<file path="config.mk">
export PLATFORM = sky130hd
export DESIGN_NAME = mcu_trace_top
export DESIGN_NICKNAME = d
export VERILOG_FILES = /design/src/hw/mcu_trace_pkg.sv /design/src/hw/mcu_trace_top.sv /design/src/hw/trace_axil_regs.sv /design/src/hw/trace_capture.sv /design/src/hw/trace_ring.sv
export SDC_FILE = /design/constraint.sdc
export NUM_CORES = 1
export LEC_CHECK = 0
export ABC_AREA = 1
export BUFFER_PORTS_ARGS = -buffer_cell sky130_fd_sc_hd__buf_2
export CORE_MARGIN = 4
export CORE_UTILIZATION = 31
export DETAILED_ROUTE_END_ITERATION = 10
export GPL_ROUTABILITY_DRIVEN = 0
export HOLD_SLACK_MARGIN = 0.1
export PLACE_DENSITY_LB_ADDON = 0.08
export SETUP_SLACK_MARGIN = 0.05
export SLEW_MARGIN = 20
export SYNTH_ARGS = -nofsm -noshare
export SYNTH_HDL_FRONTEND = slang
export SYNTH_SLANG_ARGS = --single-unit
</file>
<file path="constraint.sdc">
create_clock -name clk -period 8.05 [get_ports clk]
set_input_delay 2.415 -clock clk [delete_from_list [all_inputs] [get_ports clk]]
set_output_delay 2.415 -clock clk [all_outputs]
set_load 0.03 [all_outputs]
</file>
<file path="src/hw/mcu_trace_pkg.sv">
// Shared types, sizes and register map of the MCU trace block; import into each trace module
`default_nettype none

package mcu_trace_pkg;

    //////////////////////////////////////////////////////////////////////
    // Sizes
    //////////////////////////////////////////////////////////////////////

    // Ring entries, kept a power of two
    localparam int TRACE_DEPTH = 16;
    localparam int TRACE_PTR_W = $clog2(TRACE_DEPTH);

    // AXI4-Lite port widths
    localparam int AXIL_ADDR_W = 8;
    localparam int AXIL_DATA_W = 32;

    //////////////////////////////////////////////////////////////////////
    // Types
    //////////////////////////////////////////////////////////////////////

    // One retired instruction as reported by the core
    typedef struct packed {
        logic [31:0] insn;
        logic [31:0] address;
        logic        exception;
        logic [4:0]  ecause;
        logic        interrupt;
        logic [31:0] tval;
    } trace_entry_t;

    // Ring state seen by the register reader
    typedef struct packed {
        logic [TRACE_PTR_W-1:0] wr_ptr;
        logic                   wrapped;
    } ring_status_t;

    //////////////////////////////////////////////////////////////////////
    // Register map
    //////////////////////////////////////////////////////////////////////

    // Bit 0 wrapped, bit 1 data valid
    localparam logic [AXIL_ADDR_W-1:0] REG_STATUS = 8'h00;
    localparam logic [AXIL_ADDR_W-1:0] REG_DEPTH  = 8'h04;
    localparam logic [AXIL_ADDR_W-1:0] REG_WR_PTR = 8'h08;
    localparam logic [AXIL_ADDR_W-1:0] REG_RD_PTR = 8'h0C;

    // Entry at the read pointer, one word per register
    localparam logic [AXIL_ADDR_W-1:0] REG_DATA0  = 8'h10;
    localparam logic [AXIL_ADDR_W-1:0] REG_DATA1  = 8'h14;
    // Exception bit 0, interrupt bit 1, ecause bits 6:2
    localparam logic [AXIL_ADDR_W-1:0] REG_DATA2  = 8'h18;
    // Reading this one steps the read pointer
    localparam logic [AXIL_ADDR_W-1:0] REG_DATA3  = 8'h1C;

    // AXI response codes
    localparam logic [1:0] RESP_OKAY   = 2'b00;
    localparam logic [1:0] RESP_SLVERR = 2'b10;

endpackage

`default_nettype wire

</file>
<file path="src/hw/mcu_trace_top.sv">
// MCU trace block top; connects trace capture, the trace ring and the AXI4-Lite reader
`timescale 1ns/1ns
`default_nettype none

module mcu_trace_top (
    input  logic                                  clk,
    input  logic                                  rst_i,
    input  logic                                  debug_en_i,

    // Core trace port
    input  logic                                  trace_valid_i,
    input  logic [31:0]                           trace_insn_i,
    input  logic [31:0]                           trace_address_i,
    input  logic                                  trace_exception_i,
    input  logic [4:0]                            trace_ecause_i,
    input  logic                                  trace_interrupt_i,
    input  logic [31:0]                           trace_tval_i,

    // Host AXI4-Lite port
    input  logic [mcu_trace_pkg::AXIL_ADDR_W-1:0] s_axil_awaddr_i,
    input  logic                                  s_axil_awvalid_i,
    output logic                                  s_axil_awready_o,
    input  logic [mcu_trace_pkg::AXIL_DATA_W-1:0] s_axil_wdata_i,
    input  logic [3:0]                            s_axil_wstrb_i,
    input  logic                                  s_axil_wvalid_i,
    output logic                                  s_axil_wready_o,
    output logic [1:0]                            s_axil_bresp_o,
    output logic                                  s_axil_bvalid_o,
    input  logic                                  s_axil_bready_i,
    input  logic [mcu_trace_pkg::AXIL_ADDR_W-1:0] s_axil_araddr_i,
    input  logic                                  s_axil_arvalid_i,
    output logic                                  s_axil_arready_o,
    output logic [mcu_trace_pkg::AXIL_DATA_W-1:0] s_axil_rdata_o,
    output logic [1:0]                            s_axil_rresp_o,
    output logic                                  s_axil_rvalid_o,
    input  logic                                  s_axil_rready_i
);
    import mcu_trace_pkg::*;

    logic                   entry_valid;
    trace_entry_t           entry;
    ring_status_t           status;
    logic [TRACE_PTR_W-1:0] rd_ptr;
    trace_entry_t           rd_entry;

    // Producer
    trace_capture u_capture (
        .clk               (clk),
        .rst_i             (rst_i),
        .debug_en_i        (debug_en_i),
        .trace_valid_i     (trace_valid_i),
        .trace_insn_i      (trace_insn_i),
        .trace_address_i   (trace_address_i),
        .trace_exception_i (trace_exception_i),
        .trace_ecause_i    (trace_ecause_i),
        .trace_interrupt_i (trace_interrupt_i),
        .trace_tval_i      (trace_tval_i),
        .entry_valid_o     (entry_valid),
        .entry_o           (entry)
    );

    // Buffer
    trace_ring u_ring (
        .clk           (clk),
        .rst_i         (rst_i),
        .entry_valid_i (entry_valid),
        .entry_i       (entry),
        .rd_ptr_i      (rd_ptr),
        .rd_entry_o    (rd_entry),
        .status_o      (status)
    );

    // Consumer
    trace_axil_regs u_regs (
        .clk              (clk),
        .rst_i            (rst_i),
        .debug_en_i       (debug_en_i),
        .s_axil_awaddr_i  (s_axil_awaddr_i),
        .s_axil_awvalid_i (s_axil_awvalid_i),
        .s_axil_awready_o (s_axil_awready_o),
        .s_axil_wdata_i   (s_axil_wdata_i),
        .s_axil_wstrb_i   (s_axil_wstrb_i),
        .s_axil_wvalid_i  (s_axil_wvalid_i),
        .s_axil_wready_o  (s_axil_wready_o),
        .s_axil_bresp_o   (s_axil_bresp_o),
        .s_axil_bvalid_o  (s_axil_bvalid_o),
        .s_axil_bready_i  (s_axil_bready_i),
        .s_axil_araddr_i  (s_axil_araddr_i),
        .s_axil_arvalid_i (s_axil_arvalid_i),
        .s_axil_arready_o (s_axil_arready_o),
        .s_axil_rdata_o   (s_axil_rdata_o),
        .s_axil_rresp_o   (s_axil_rresp_o),
        .s_axil_rvalid_o  (s_axil_rvalid_o),
        .s_axil_rready_i  (s_axil_rready_i),
        .status_i         (status),
        .rd_entry_i       (rd_entry),
        .rd_ptr_o         (rd_ptr)
    );

endmodule

`default_nettype wire

</file>
<file path="src/hw/trace_axil_regs.sv">
// AXI4-Lite register reader for the trace ring; owns the read pointer and applies the debug lock
`timescale 1ns/1ns
`default_nettype none

module trace_axil_regs (
    input  logic                                  clk,
    input  logic                                  rst_i,
    input  logic                                  debug_en_i,

    // Write address and data
    input  logic [mcu_trace_pkg::AXIL_ADDR_W-1:0] s_axil_awaddr_i,
    input  logic                                  s_axil_awvalid_i,
    output logic                                  s_axil_awready_o,
    input  logic [mcu_trace_pkg::AXIL_DATA_W-1:0] s_axil_wdata_i,
    input  logic [3:0]                            s_axil_wstrb_i,
    input  logic                                  s_axil_wvalid_i,
    output logic                                  s_axil_wready_o,

    // Write response
    output logic [1:0]                            s_axil_bresp_o,
    output logic                                  s_axil_bvalid_o,
    input  logic                                  s_axil_bready_i,

    // Read address
    input  logic [mcu_trace_pkg::AXIL_ADDR_W-1:0] s_axil_araddr_i,
    input  logic                                  s_axil_arvalid_i,
    output logic                                  s_axil_arready_o,

    // Read data
    output logic [mcu_trace_pkg::AXIL_DATA_W-1:0] s_axil_rdata_o,
    output logic [1:0]                            s_axil_rresp_o,
    output logic                                  s_axil_rvalid_o,
    input  logic                                  s_axil_rready_i,

    // Ring side
    input  mcu_trace_pkg::ring_status_t           status_i,
    input  mcu_trace_pkg::trace_entry_t           rd_entry_i,
    output logic [mcu_trace_pkg::TRACE_PTR_W-1:0] rd_ptr_o
);
    import mcu_trace_pkg::*;

    logic                   wr_hs;
    logic                   rd_hs;
    logic                   wr_rd_ptr;
    logic                   step_rd_ptr;
    logic                   data_valid;
    logic                   data_reg;
    logic [AXIL_DATA_W-1:0] rd_word;
    logic [1:0]             rd_resp;

    //////////////////////////////////////////////////////////////////////
    // Write channel
    //////////////////////////////////////////////////////////////////////

    // Address and data taken together, one response outstanding
    assign s_axil_awready_o = s_axil_awvalid_i && s_axil_wvalid_i && !s_axil_bvalid_o;
    assign s_axil_wready_o  = s_axil_awready_o;
    assign wr_hs            = s_axil_awready_o;

    // Only the read pointer is writable
    assign wr_rd_ptr = wr_hs && (s_axil_awaddr_i == REG_RD_PTR);

    always_ff @(posedge clk) begin
        if (rst_i) begin
            s_axil_bvalid_o <= 1'b0;
        end else if (wr_hs) begin
            s_axil_bvalid_o <= 1'b1;
        end else if (s_axil_bready_i) begin
            s_axil_bvalid_o <= 1'b0;
        end
    end

    always_ff @(posedge clk) begin
        if (wr_hs) begin
            s_axil_bresp_o <= (s_axil_awaddr_i == REG_RD_PTR) ? RESP_OKAY : RESP_SLVERR;
        end
    end

    //////////////////////////////////////////////////////////////////////
    // Read word select
    //////////////////////////////////////////////////////////////////////

    assign data_valid = status_i.wrapped || (status_i.wr_ptr != '0);
    assign data_reg   = (s_axil_araddr_i[AXIL_ADDR_W-1:4] == REG_DATA0[AXIL_ADDR_W-1:4]) &&
                        (s_axil_araddr_i[1:0] == 2'b00);

    always_comb begin
        rd_word = '0;
        rd_resp = RESP_OKAY;
        case (s_axil_araddr_i)
            REG_STATUS: rd_word = AXIL_DATA_W'({data_valid, status_i.wrapped});
            REG_DEPTH:  rd_word = AXIL_DATA_W'(TRACE_DEPTH);
            REG_WR_PTR: rd_word = AXIL_DATA_W'(status_i.wr_ptr);
            REG_RD_PTR: rd_word = AXIL_DATA_W'(rd_ptr_o);
            REG_DATA0:  rd_word = rd_entry_i.insn;
            REG_DATA1:  rd_word = rd_entry_i.address;
            REG_DATA2:  rd_word = AXIL_DATA_W'({rd_entry_i.ecause, rd_entry_i.interrupt,
                                                rd_entry_i.exception});
            REG_DATA3:  rd_word = rd_entry_i.tval;
            default:    rd_resp = RESP_SLVERR;
        endcase
        // Entry contents stay hidden while debug is locked
        if (data_reg && !debug_en_i) begin
            rd_word = '0;
            rd_resp = RESP_SLVERR;
        end
    end

    //////////////////////////////////////////////////////////////////////
    // Read channel
    //////////////////////////////////////////////////////////////////////

    assign s_axil_arready_o = !s_axil_rvalid_o;
    assign rd_hs            = s_axil_arvalid_i && s_axil_arready_o;

    always_ff @(posedge clk) begin
        if (rst_i) begin
            s_axil_rvalid_o <= 1'b0;
        end else if (rd_hs) begin
            s_axil_rvalid_o <= 1'b1;
        end else if (s_axil_rready_i) begin
            s_axil_rvalid_o <= 1'b0;
        end
    end

    always_ff @(posedge clk) begin
        if (rd_hs) begin
            s_axil_rdata_o <= rd_word;
            s_axil_rresp_o <= rd_resp;
        end
    end

    //////////////////////////////////////////////////////////////////////
    // Read pointer
    //////////////////////////////////////////////////////////////////////

    // Last data word read moves on to the next entry
    assign step_rd_ptr = rd_hs && (s_axil_araddr_i == REG_DATA3) && debug_en_i;

    always_ff @(posedge clk) begin
        if (rst_i) begin
            rd_ptr_o <= '0;
        end else if (wr_rd_ptr) begin
            // Host write wins over an auto step in the same cycle
            if (s_axil_wstrb_i[0]) begin
                rd_ptr_o <= s_axil_wdata_i[TRACE_PTR_W-1:0];
            end
        end else if (step_rd_ptr) begin
            if (rd_ptr_o == TRACE_PTR_W'(TRACE_DEPTH - 1)) begin
                rd_ptr_o <= '0;
            end else begin
                rd_ptr_o <= rd_ptr_o + 1'b1;
            end
        end
    end

endmodule

`default_nettype wire

</file>
<file path="src/hw/trace_capture.sv">
// Trace capture stage; registers valid core trace packets into ring entries while debug is open
`timescale 1ns/1ns
`default_nettype none

module trace_capture (
    input  logic                        clk,
    input  logic                        rst_i,
    input  logic                        debug_en_i,

    // Core trace port, no back-pressure
    input  logic                        trace_valid_i,
    input  logic [31:0]                 trace_insn_i,
    input  logic [31:0]                 trace_address_i,
    input  logic                        trace_exception_i,
    input  logic [4:0]                  trace_ecause_i,
    input  logic                        trace_interrupt_i,
    input  logic [31:0]                 trace_tval_i,

    // To the ring
    output logic                        entry_valid_o,
    output mcu_trace_pkg::trace_entry_t entry_o
);
    import mcu_trace_pkg::*;

    trace_entry_t pkt;
    logic         take;

    // Packets offered while debug is locked are dropped
    assign take = trace_valid_i && debug_en_i;

    always_comb begin
        pkt.insn      = trace_insn_i;
        pkt.address   = trace_address_i;
        pkt.exception = trace_exception_i;
        pkt.ecause    = trace_ecause_i;
        pkt.interrupt = trace_interrupt_i;
        pkt.tval      = trace_tval_i;
    end

    always_ff @(posedge clk) begin
        if (rst_i) begin
            entry_valid_o <= 1'b0;
        end else begin
            entry_valid_o <= take;
        end
    end

    // Payload only loads on a taken packet
    always_ff @(posedge clk) begin
        if (take) begin
            entry_o <= pkt;
        end
    end

endmodule

`default_nettype wire

</file>
<file path="src/hw/trace_ring.sv">
// Circular trace store; writes captured entries in order and serves a combinational read port
`timescale 1ns/1ns
`default_nettype none

module trace_ring (
    input  logic                                      clk,
    input  logic                                      rst_i,

    // Write side from capture
    input  logic                                      entry_valid_i,
    input  mcu_trace_pkg::trace_entry_t               entry_i,

    // Read side for the register reader
    input  logic [mcu_trace_pkg::TRACE_PTR_W-1:0]     rd_ptr_i,
    output mcu_trace_pkg::trace_entry_t               rd_entry_o,
    output mcu_trace_pkg::ring_status_t               status_o
);
    import mcu_trace_pkg::*;

    //////////////////////////////////////////////////////////////////////
    // Storage
    //////////////////////////////////////////////////////////////////////

    trace_entry_t           mem [TRACE_DEPTH];
    logic [TRACE_PTR_W-1:0] wr_ptr;
    logic                   wrapped;
    logic                   last_slot;

    assign last_slot = (wr_ptr == TRACE_PTR_W'(TRACE_DEPTH - 1));

    // Oldest entry is overwritten once the ring has wrapped
    always_ff @(posedge clk) begin
        if (entry_valid_i) begin
            mem[wr_ptr] <= entry_i;
        end
    end

    //////////////////////////////////////////////////////////////////////
    // Write pointer and wrap flag
    //////////////////////////////////////////////////////////////////////

    always_ff @(posedge clk) begin
        if (rst_i) begin
            wr_ptr  <= '0;
            wrapped <= 1'b0;
        end else if (entry_valid_i) begin
            if (last_slot) begin
                wr_ptr  <= '0;
                // Sticky until reset
                wrapped <= 1'b1;
            end else begin
                wr_ptr <= wr_ptr + 1'b1;
            end
        end
    end

    //////////////////////////////////////////////////////////////////////
    // Read port
    //////////////////////////////////////////////////////////////////////

    assign rd_entry_o = mem[rd_ptr_i];

    always_comb begin
        status_o.wr_ptr  = wr_ptr;
        status_o.wrapped = wrapped;
    end

endmodule

`default_nettype wire

</file>
# Word level (Yosys, flattened, before mapping)
# Memories as Yosys holds them, arrays and structs flattened. A register that Yosys moved wholly into a read port is not among the register bits.
# Cells that the tools add are included.
# totals
ff_bits	151
mem_bits_rw	1648
inputBits	164
out_inout_bits	41
elab_cells	68
n_memories	1
# classes
add_sub_neg	2
n_eq_ne	12
muxes	16
n_reduce_logical	22
# mem_list
memory	words	word_bits	rd	rd_clocked_by_memory_dff	write_ports	line_no	text
u_ring.mem	16	103	1	1	1	trace_ring.sv:24	trace_entry_t mem [TRACE_DEPTH];
# ops
operator	n
$pmux W32 S8	1
$eq A8 B5 Y1 const B	4
$mux W4	7
$eq A8 B4 Y1 const B	3
$logic_and A1 B1 Y1	9
$add A4 B1 Y4 const B	2
$eq A4 B4 Y1 const B	2
$eq A8 B3 Y1 const B	1
$logic_not A8 Y1	1
$reduce_or A8 Y1	1
$mux W1	6
$reduce_bool A2 Y1	3
$eq A4 B1 Y1 const B	1
$mux W2	2
$reduce_and A2 Y1	2
$reduce_bool A4 Y1	1
$logic_not A1 Y1	3
$logic_not A2 Y1	1
$ne A2 B2 Y1 const B	1
$logic_or A1 B1 Y1	1

# Logic depth before layout (Yosys ltp)
# logic_depth
ltp_word	8
depth_mapped	15
ltp_nobuf	11

# Cells and area by module
# From an unflattened synthesis, not the netlist that was laid out.
# hier_totals
cells_unflattened	7197
area_unflattened_um2	76484.6
# modules_own_cells
module	n_inst	cells_per_inst	area_each_um2
trace_ring	1	6686	70543.9
trace_capture	1	107	3126.7
trace_axil_regs	1	404	2813.9

# Least setup slack after synthesis
# Ideal clock, no wire load.
# synth_timing
path_kind	input to output
startpoint	input port s_axil_awvalid_i
endpoint	output port s_axil_wready_o
arrival_ns	3.399
t_required_ns	5.635
path_slack_ns	2.236
cell_stages	3
n_path_buf	1
path_cell_list	nand2_1 -> nor2_1 -> buf_4
# synth_via
elab_chain_len	2
# synth_lines
element	line_no	text
start: declaration	mcu_trace_top.sv:21	input logic s_axil_awvalid_i,
$logic_and A1 B1 Y1 (2 in series)	trace_axil_regs.sv:56	assign s_axil_awready_o = s_axil_awvalid_i && s_axil_wvalid_i && !s_axil_bvalid_o;
end: declaration	mcu_trace_top.sv:26	output logic s_axil_wready_o,
# No other way between the ends.

# Worst setup path in the final report
# layout_timing
startpoint	input port s_axil_awvalid_i
endpoint	output port s_axil_awready_o
# layout_via
elab_chain_len	2
# layout_lines
element	line_no	text
$logic_and A1 B1 Y1 (2 in series)	trace_axil_regs.sv:56	
end: declaration	mcu_trace_top.sv:22	output logic s_axil_awready_o,
# No other way between the ends.

==> summary.md <==
| Metric | Value |
|---|---|
| Outcome | `completed` |
| Placed cell count | `8,789` |
| DRC | `0` |
| Top post-synthesis cells by area | `edfxtp_1, nand2_1, nand3_1, nor2_1, o21ai_0` |
| Final worst clock skew | `34.13 ps` |
| Period Utilization, post-route | `70.39%` |
| Syn-to-layout area delta | `14.20%` |
| Period minus WS final | `5667 ps` |
| DR pass1 iterations | `6` |
| Detailed router's first-iteration violation count | `3,398` |
| Logic pwr share | `1.2%` |
| Int Power | `15.29 mW` |
| Crit path buffers/inverters | `2` |
| Clk pwr share | `44.2%` |
| Post-route ant nets | `0` |
| Most common cell after layout, fill and taps aside | `nand2_1` |
| Worst-Margin Slew | `1106 ps` |
| Initial core utilization | `31.27%` |
| Slew margin rel. | `26.28%` |
| Die ar. | `0.2381 mm2` |
| Ratio of cells with drive above 1 in the final layout | `8.875%` |
| Cell count after synthesis | `5,877` |
| CTS tree | `yes` |
| Reg-to-reg slack, setup | `4370 ps` |
| Chip width | `488.0 um` |
| Clk Latency, worst-skew pair | `840 ps` |
| Post-CTS sizing | `0` |
| Seq pwr share | `54.6%` |
| Rows | `175` |
| Final WS setup | `2383 ps` |
| Pin count of the biggest net entering global routing | `167` |
| CTS Buffer Depth | `3` |
| GR met2 Demand/Resource | `28.91%` |
| CP max-delay cell | `nor2_1` |
| Warnings from Yosys | `0` |
| CTS Buf Count | `201` |
| Max-cap viol count | `0` |
| Max-slew violations | `0` |
| Total GRT Usage | `18.52%` |
| FMAX | `0.1765 GHz` |
| Leading area contributor after synthesis | `edfxtp_1` |
| Clk slew on worst S/H paths | `50 ps` |
| Endpoints failing hold | `0` |
| Yosys top cell area share | `75.06%` |
| Pwr dens | `237.8 mW/mm2` |
| Non-filler cells, final | `9,153` |
| Netlist Area Pre-Place | `0.07141 mm2` |
| Final HPWL DP | `107.1 mm` |
| Setup CP Type | `in -> out` |
| Boundary Pins | `205` |
| Grt met3 use | `3.076%` |
| Switching portion of total power | `21.13%` |
| Setup TNS Final | `0 ps` |
| # hold bufs at CTS | `0` |
| Port Buf Inserts | `171` |
| Die Y | `488.0 um` |
| Final wirelength | `223.9 mm` |
| Setup Buffers After CTS | `0` |
| Netlist cell types | `30` |
| Via count | `44.56k` |
| Hold Path Class | `reg -> reg` |
| Drt wl/cell | `24.46 um` |
| Initial antenna violation count | `17` |
| CP Data Required Time | `5640 ps` |
| Worst path max stage delay | `410 ps` |
| CP Capture Type | `output pin` |
| Crit path cell chain | `buf_2 > nand2_1 > nor2_1 > buf_2` |
| PnR Total Power | `19.39 mW` |
| Sink Count | `1,801` |
| Psw | `4.097 mW` |
| Gr busiest metal | `met2` |
| Synthesized area per cell | `12.15 um2` |
| CP top delay family | `simple AND/OR/NAND/NOR gates` |
| Commonest non-fill, non-tap cells in the layout | `nand2_1, edfxtp_1, nand3_1, nor2_1, o21ai_0` |
| CP startpoint kind | `input port` |
| Vias/cell | `4.869` |
| First-pass GRT wire length | `320.1 mm` |
| Final setup fails | `0` |
| VDD IR-drop max | `0.1743 mV` |
| Core area | `0.2284 mm2` |
| Met1 Resource Use GR | `26.61%` |
| Leak pwr | `28.62 nW` |
| H-tree level count | `4` |
| RSZ-0062 raised after global routing | `false` |
| Vias in the first global route | `43.14k` |
| Root Buffer | `clkbuf_16` |
| Crit-path max FO | `9` |
| Worst EP arrival | `3250 ps` |
| Setup WS pre-CTS | `2360 ps` |
| #FFs+latches synth | `1,801` |
| Nets | `6,152` |
| Top cell by count, worst path | `buf_2` |
| Register area share after synthesis | `75.51%` |
| GRT overflow | `0` |
-- per-layer routing --
metal / part of all wire (%) / wire length [um]
met5: 0.012 / 26
met4: 2.8 / 6191
met3: 4.6 / 10370
met2: 45 / 101500
met1: 47 / 105800
-- power by group through the flow --
stage / logic (mW) / clock network [mW] / registers [mW]
floorplan: 0.0818 / 0 / 10.7
detailed placement: 0.240 / 0 / 10.8
global route: 0.255 / 9.23 / 10.6
global placement: 0.240 / 0 / 10.8
CTS: 0.241 / 8.85 / 10.6
finish: 0.232 / 8.57 / 10.6
-- kinds of logic (layout without fill, tap and decap cells) --
group	after synthesis	after routing	synth area share (%)
adders and majority gates	5	5	0.08761
other	1	5	0.005251
AOI/OAI and AO/OA	293	293	2.271
xor gates and xnor gates	2	2	0.02453
buffers and inverters	475	738	2.865
DFF	1801	1801	75.51
and+or+nand+nor	3300	3300	19.24
-- final timing paths --
check / from / to / cells past startpoint
setup reg to reg: flop / u_regs.s_axil_rdata_o[2] / 13
hold / removal: u_ring.wrapped / u_ring.wrapped / 2
setup / recovery: s_axil_awvalid_i / s_axil_awready_o / 4
hold reg to reg: u_ring.wrapped / u_ring.wrapped / 2
-- area by class of cell --
type | instances | area, um2
fillers | 22390 | 146800
flip-flops and latches | 1801 | 53940
multi-input cells | 3602 | 15600
clock buffers | 268 | 5355
well taps | 3009 | 3765
repair buffers | 258 | 1722
clock inverters | 93 | 678.2
inverters | 119 | 481.7
diodes | 3 | 7.507
-- flip-flops by register name, indices dropped and copies added (netlist names), named ones only --
signal	cells
u_regs.s_axil_bresp_o	1
u_ring.wrapped	1
u_ring.mem	1648
u_regs.s_axil_rresp_o	1
u_regs.s_axil_rvalid_o	1
u_capture.entry_o	103
u_regs.rd_ptr_o	4
u_regs.s_axil_rdata_o	32
u_ring.wr_ptr	4
u_capture.entry_valid_o	1
u_regs.s_axil_bvalid_o	1
-- worst reg2reg max path, stage by stage (launching register included) --
cell	delay, ps
dfxtp_4	530
inv_8	620
buf_4	780
buf_4	640
nand2_1	120
nand3_1	100
nand3_1	100
nand2_1	110
nand2_1	60
nand2_1	170
nand2_1	70
nand3_1	120
nor2_1	50
nor2_1	70
-- synthesized netlist by cell type --
library cell / count
a21oi_1: 9
a31oi_1: 1
buf_1: 31
buf_2: 162
buf_4: 6
buf_6: 5
clkbuf_1: 152
clkinv_1: 1
conb_1: 1
dfxtp_1: 16
edfxtp_1: 1785
ha_1: 5
inv_1: 116
inv_2: 2
nand2_1: 1810
nand3_1: 1051
nand4_1: 2
nor2_1: 426
nor3_1: 6
nor3_2: 1
nor4_1: 2
nor4_2: 1
o211ai_1: 58
o21a_1: 3
o21ai_0: 212
o21ai_1: 9
o22ai_1: 1
or2_2: 1
xnor2_1: 1
xor2_1: 1
-- metrics by stage --
stage               hold slack (ps)  cell area (um2)  utilization, %
CTS                           502.0            81540           35.70
finish                        501.7            81550           35.71
global placement              475.2            75490           33.05
floorplan                     457.9            71410               -
global route                  516.1            81550           35.71
detailed placement            493.1            75510           33.06
Note: power is estimated with default switching activity, not from simulation.
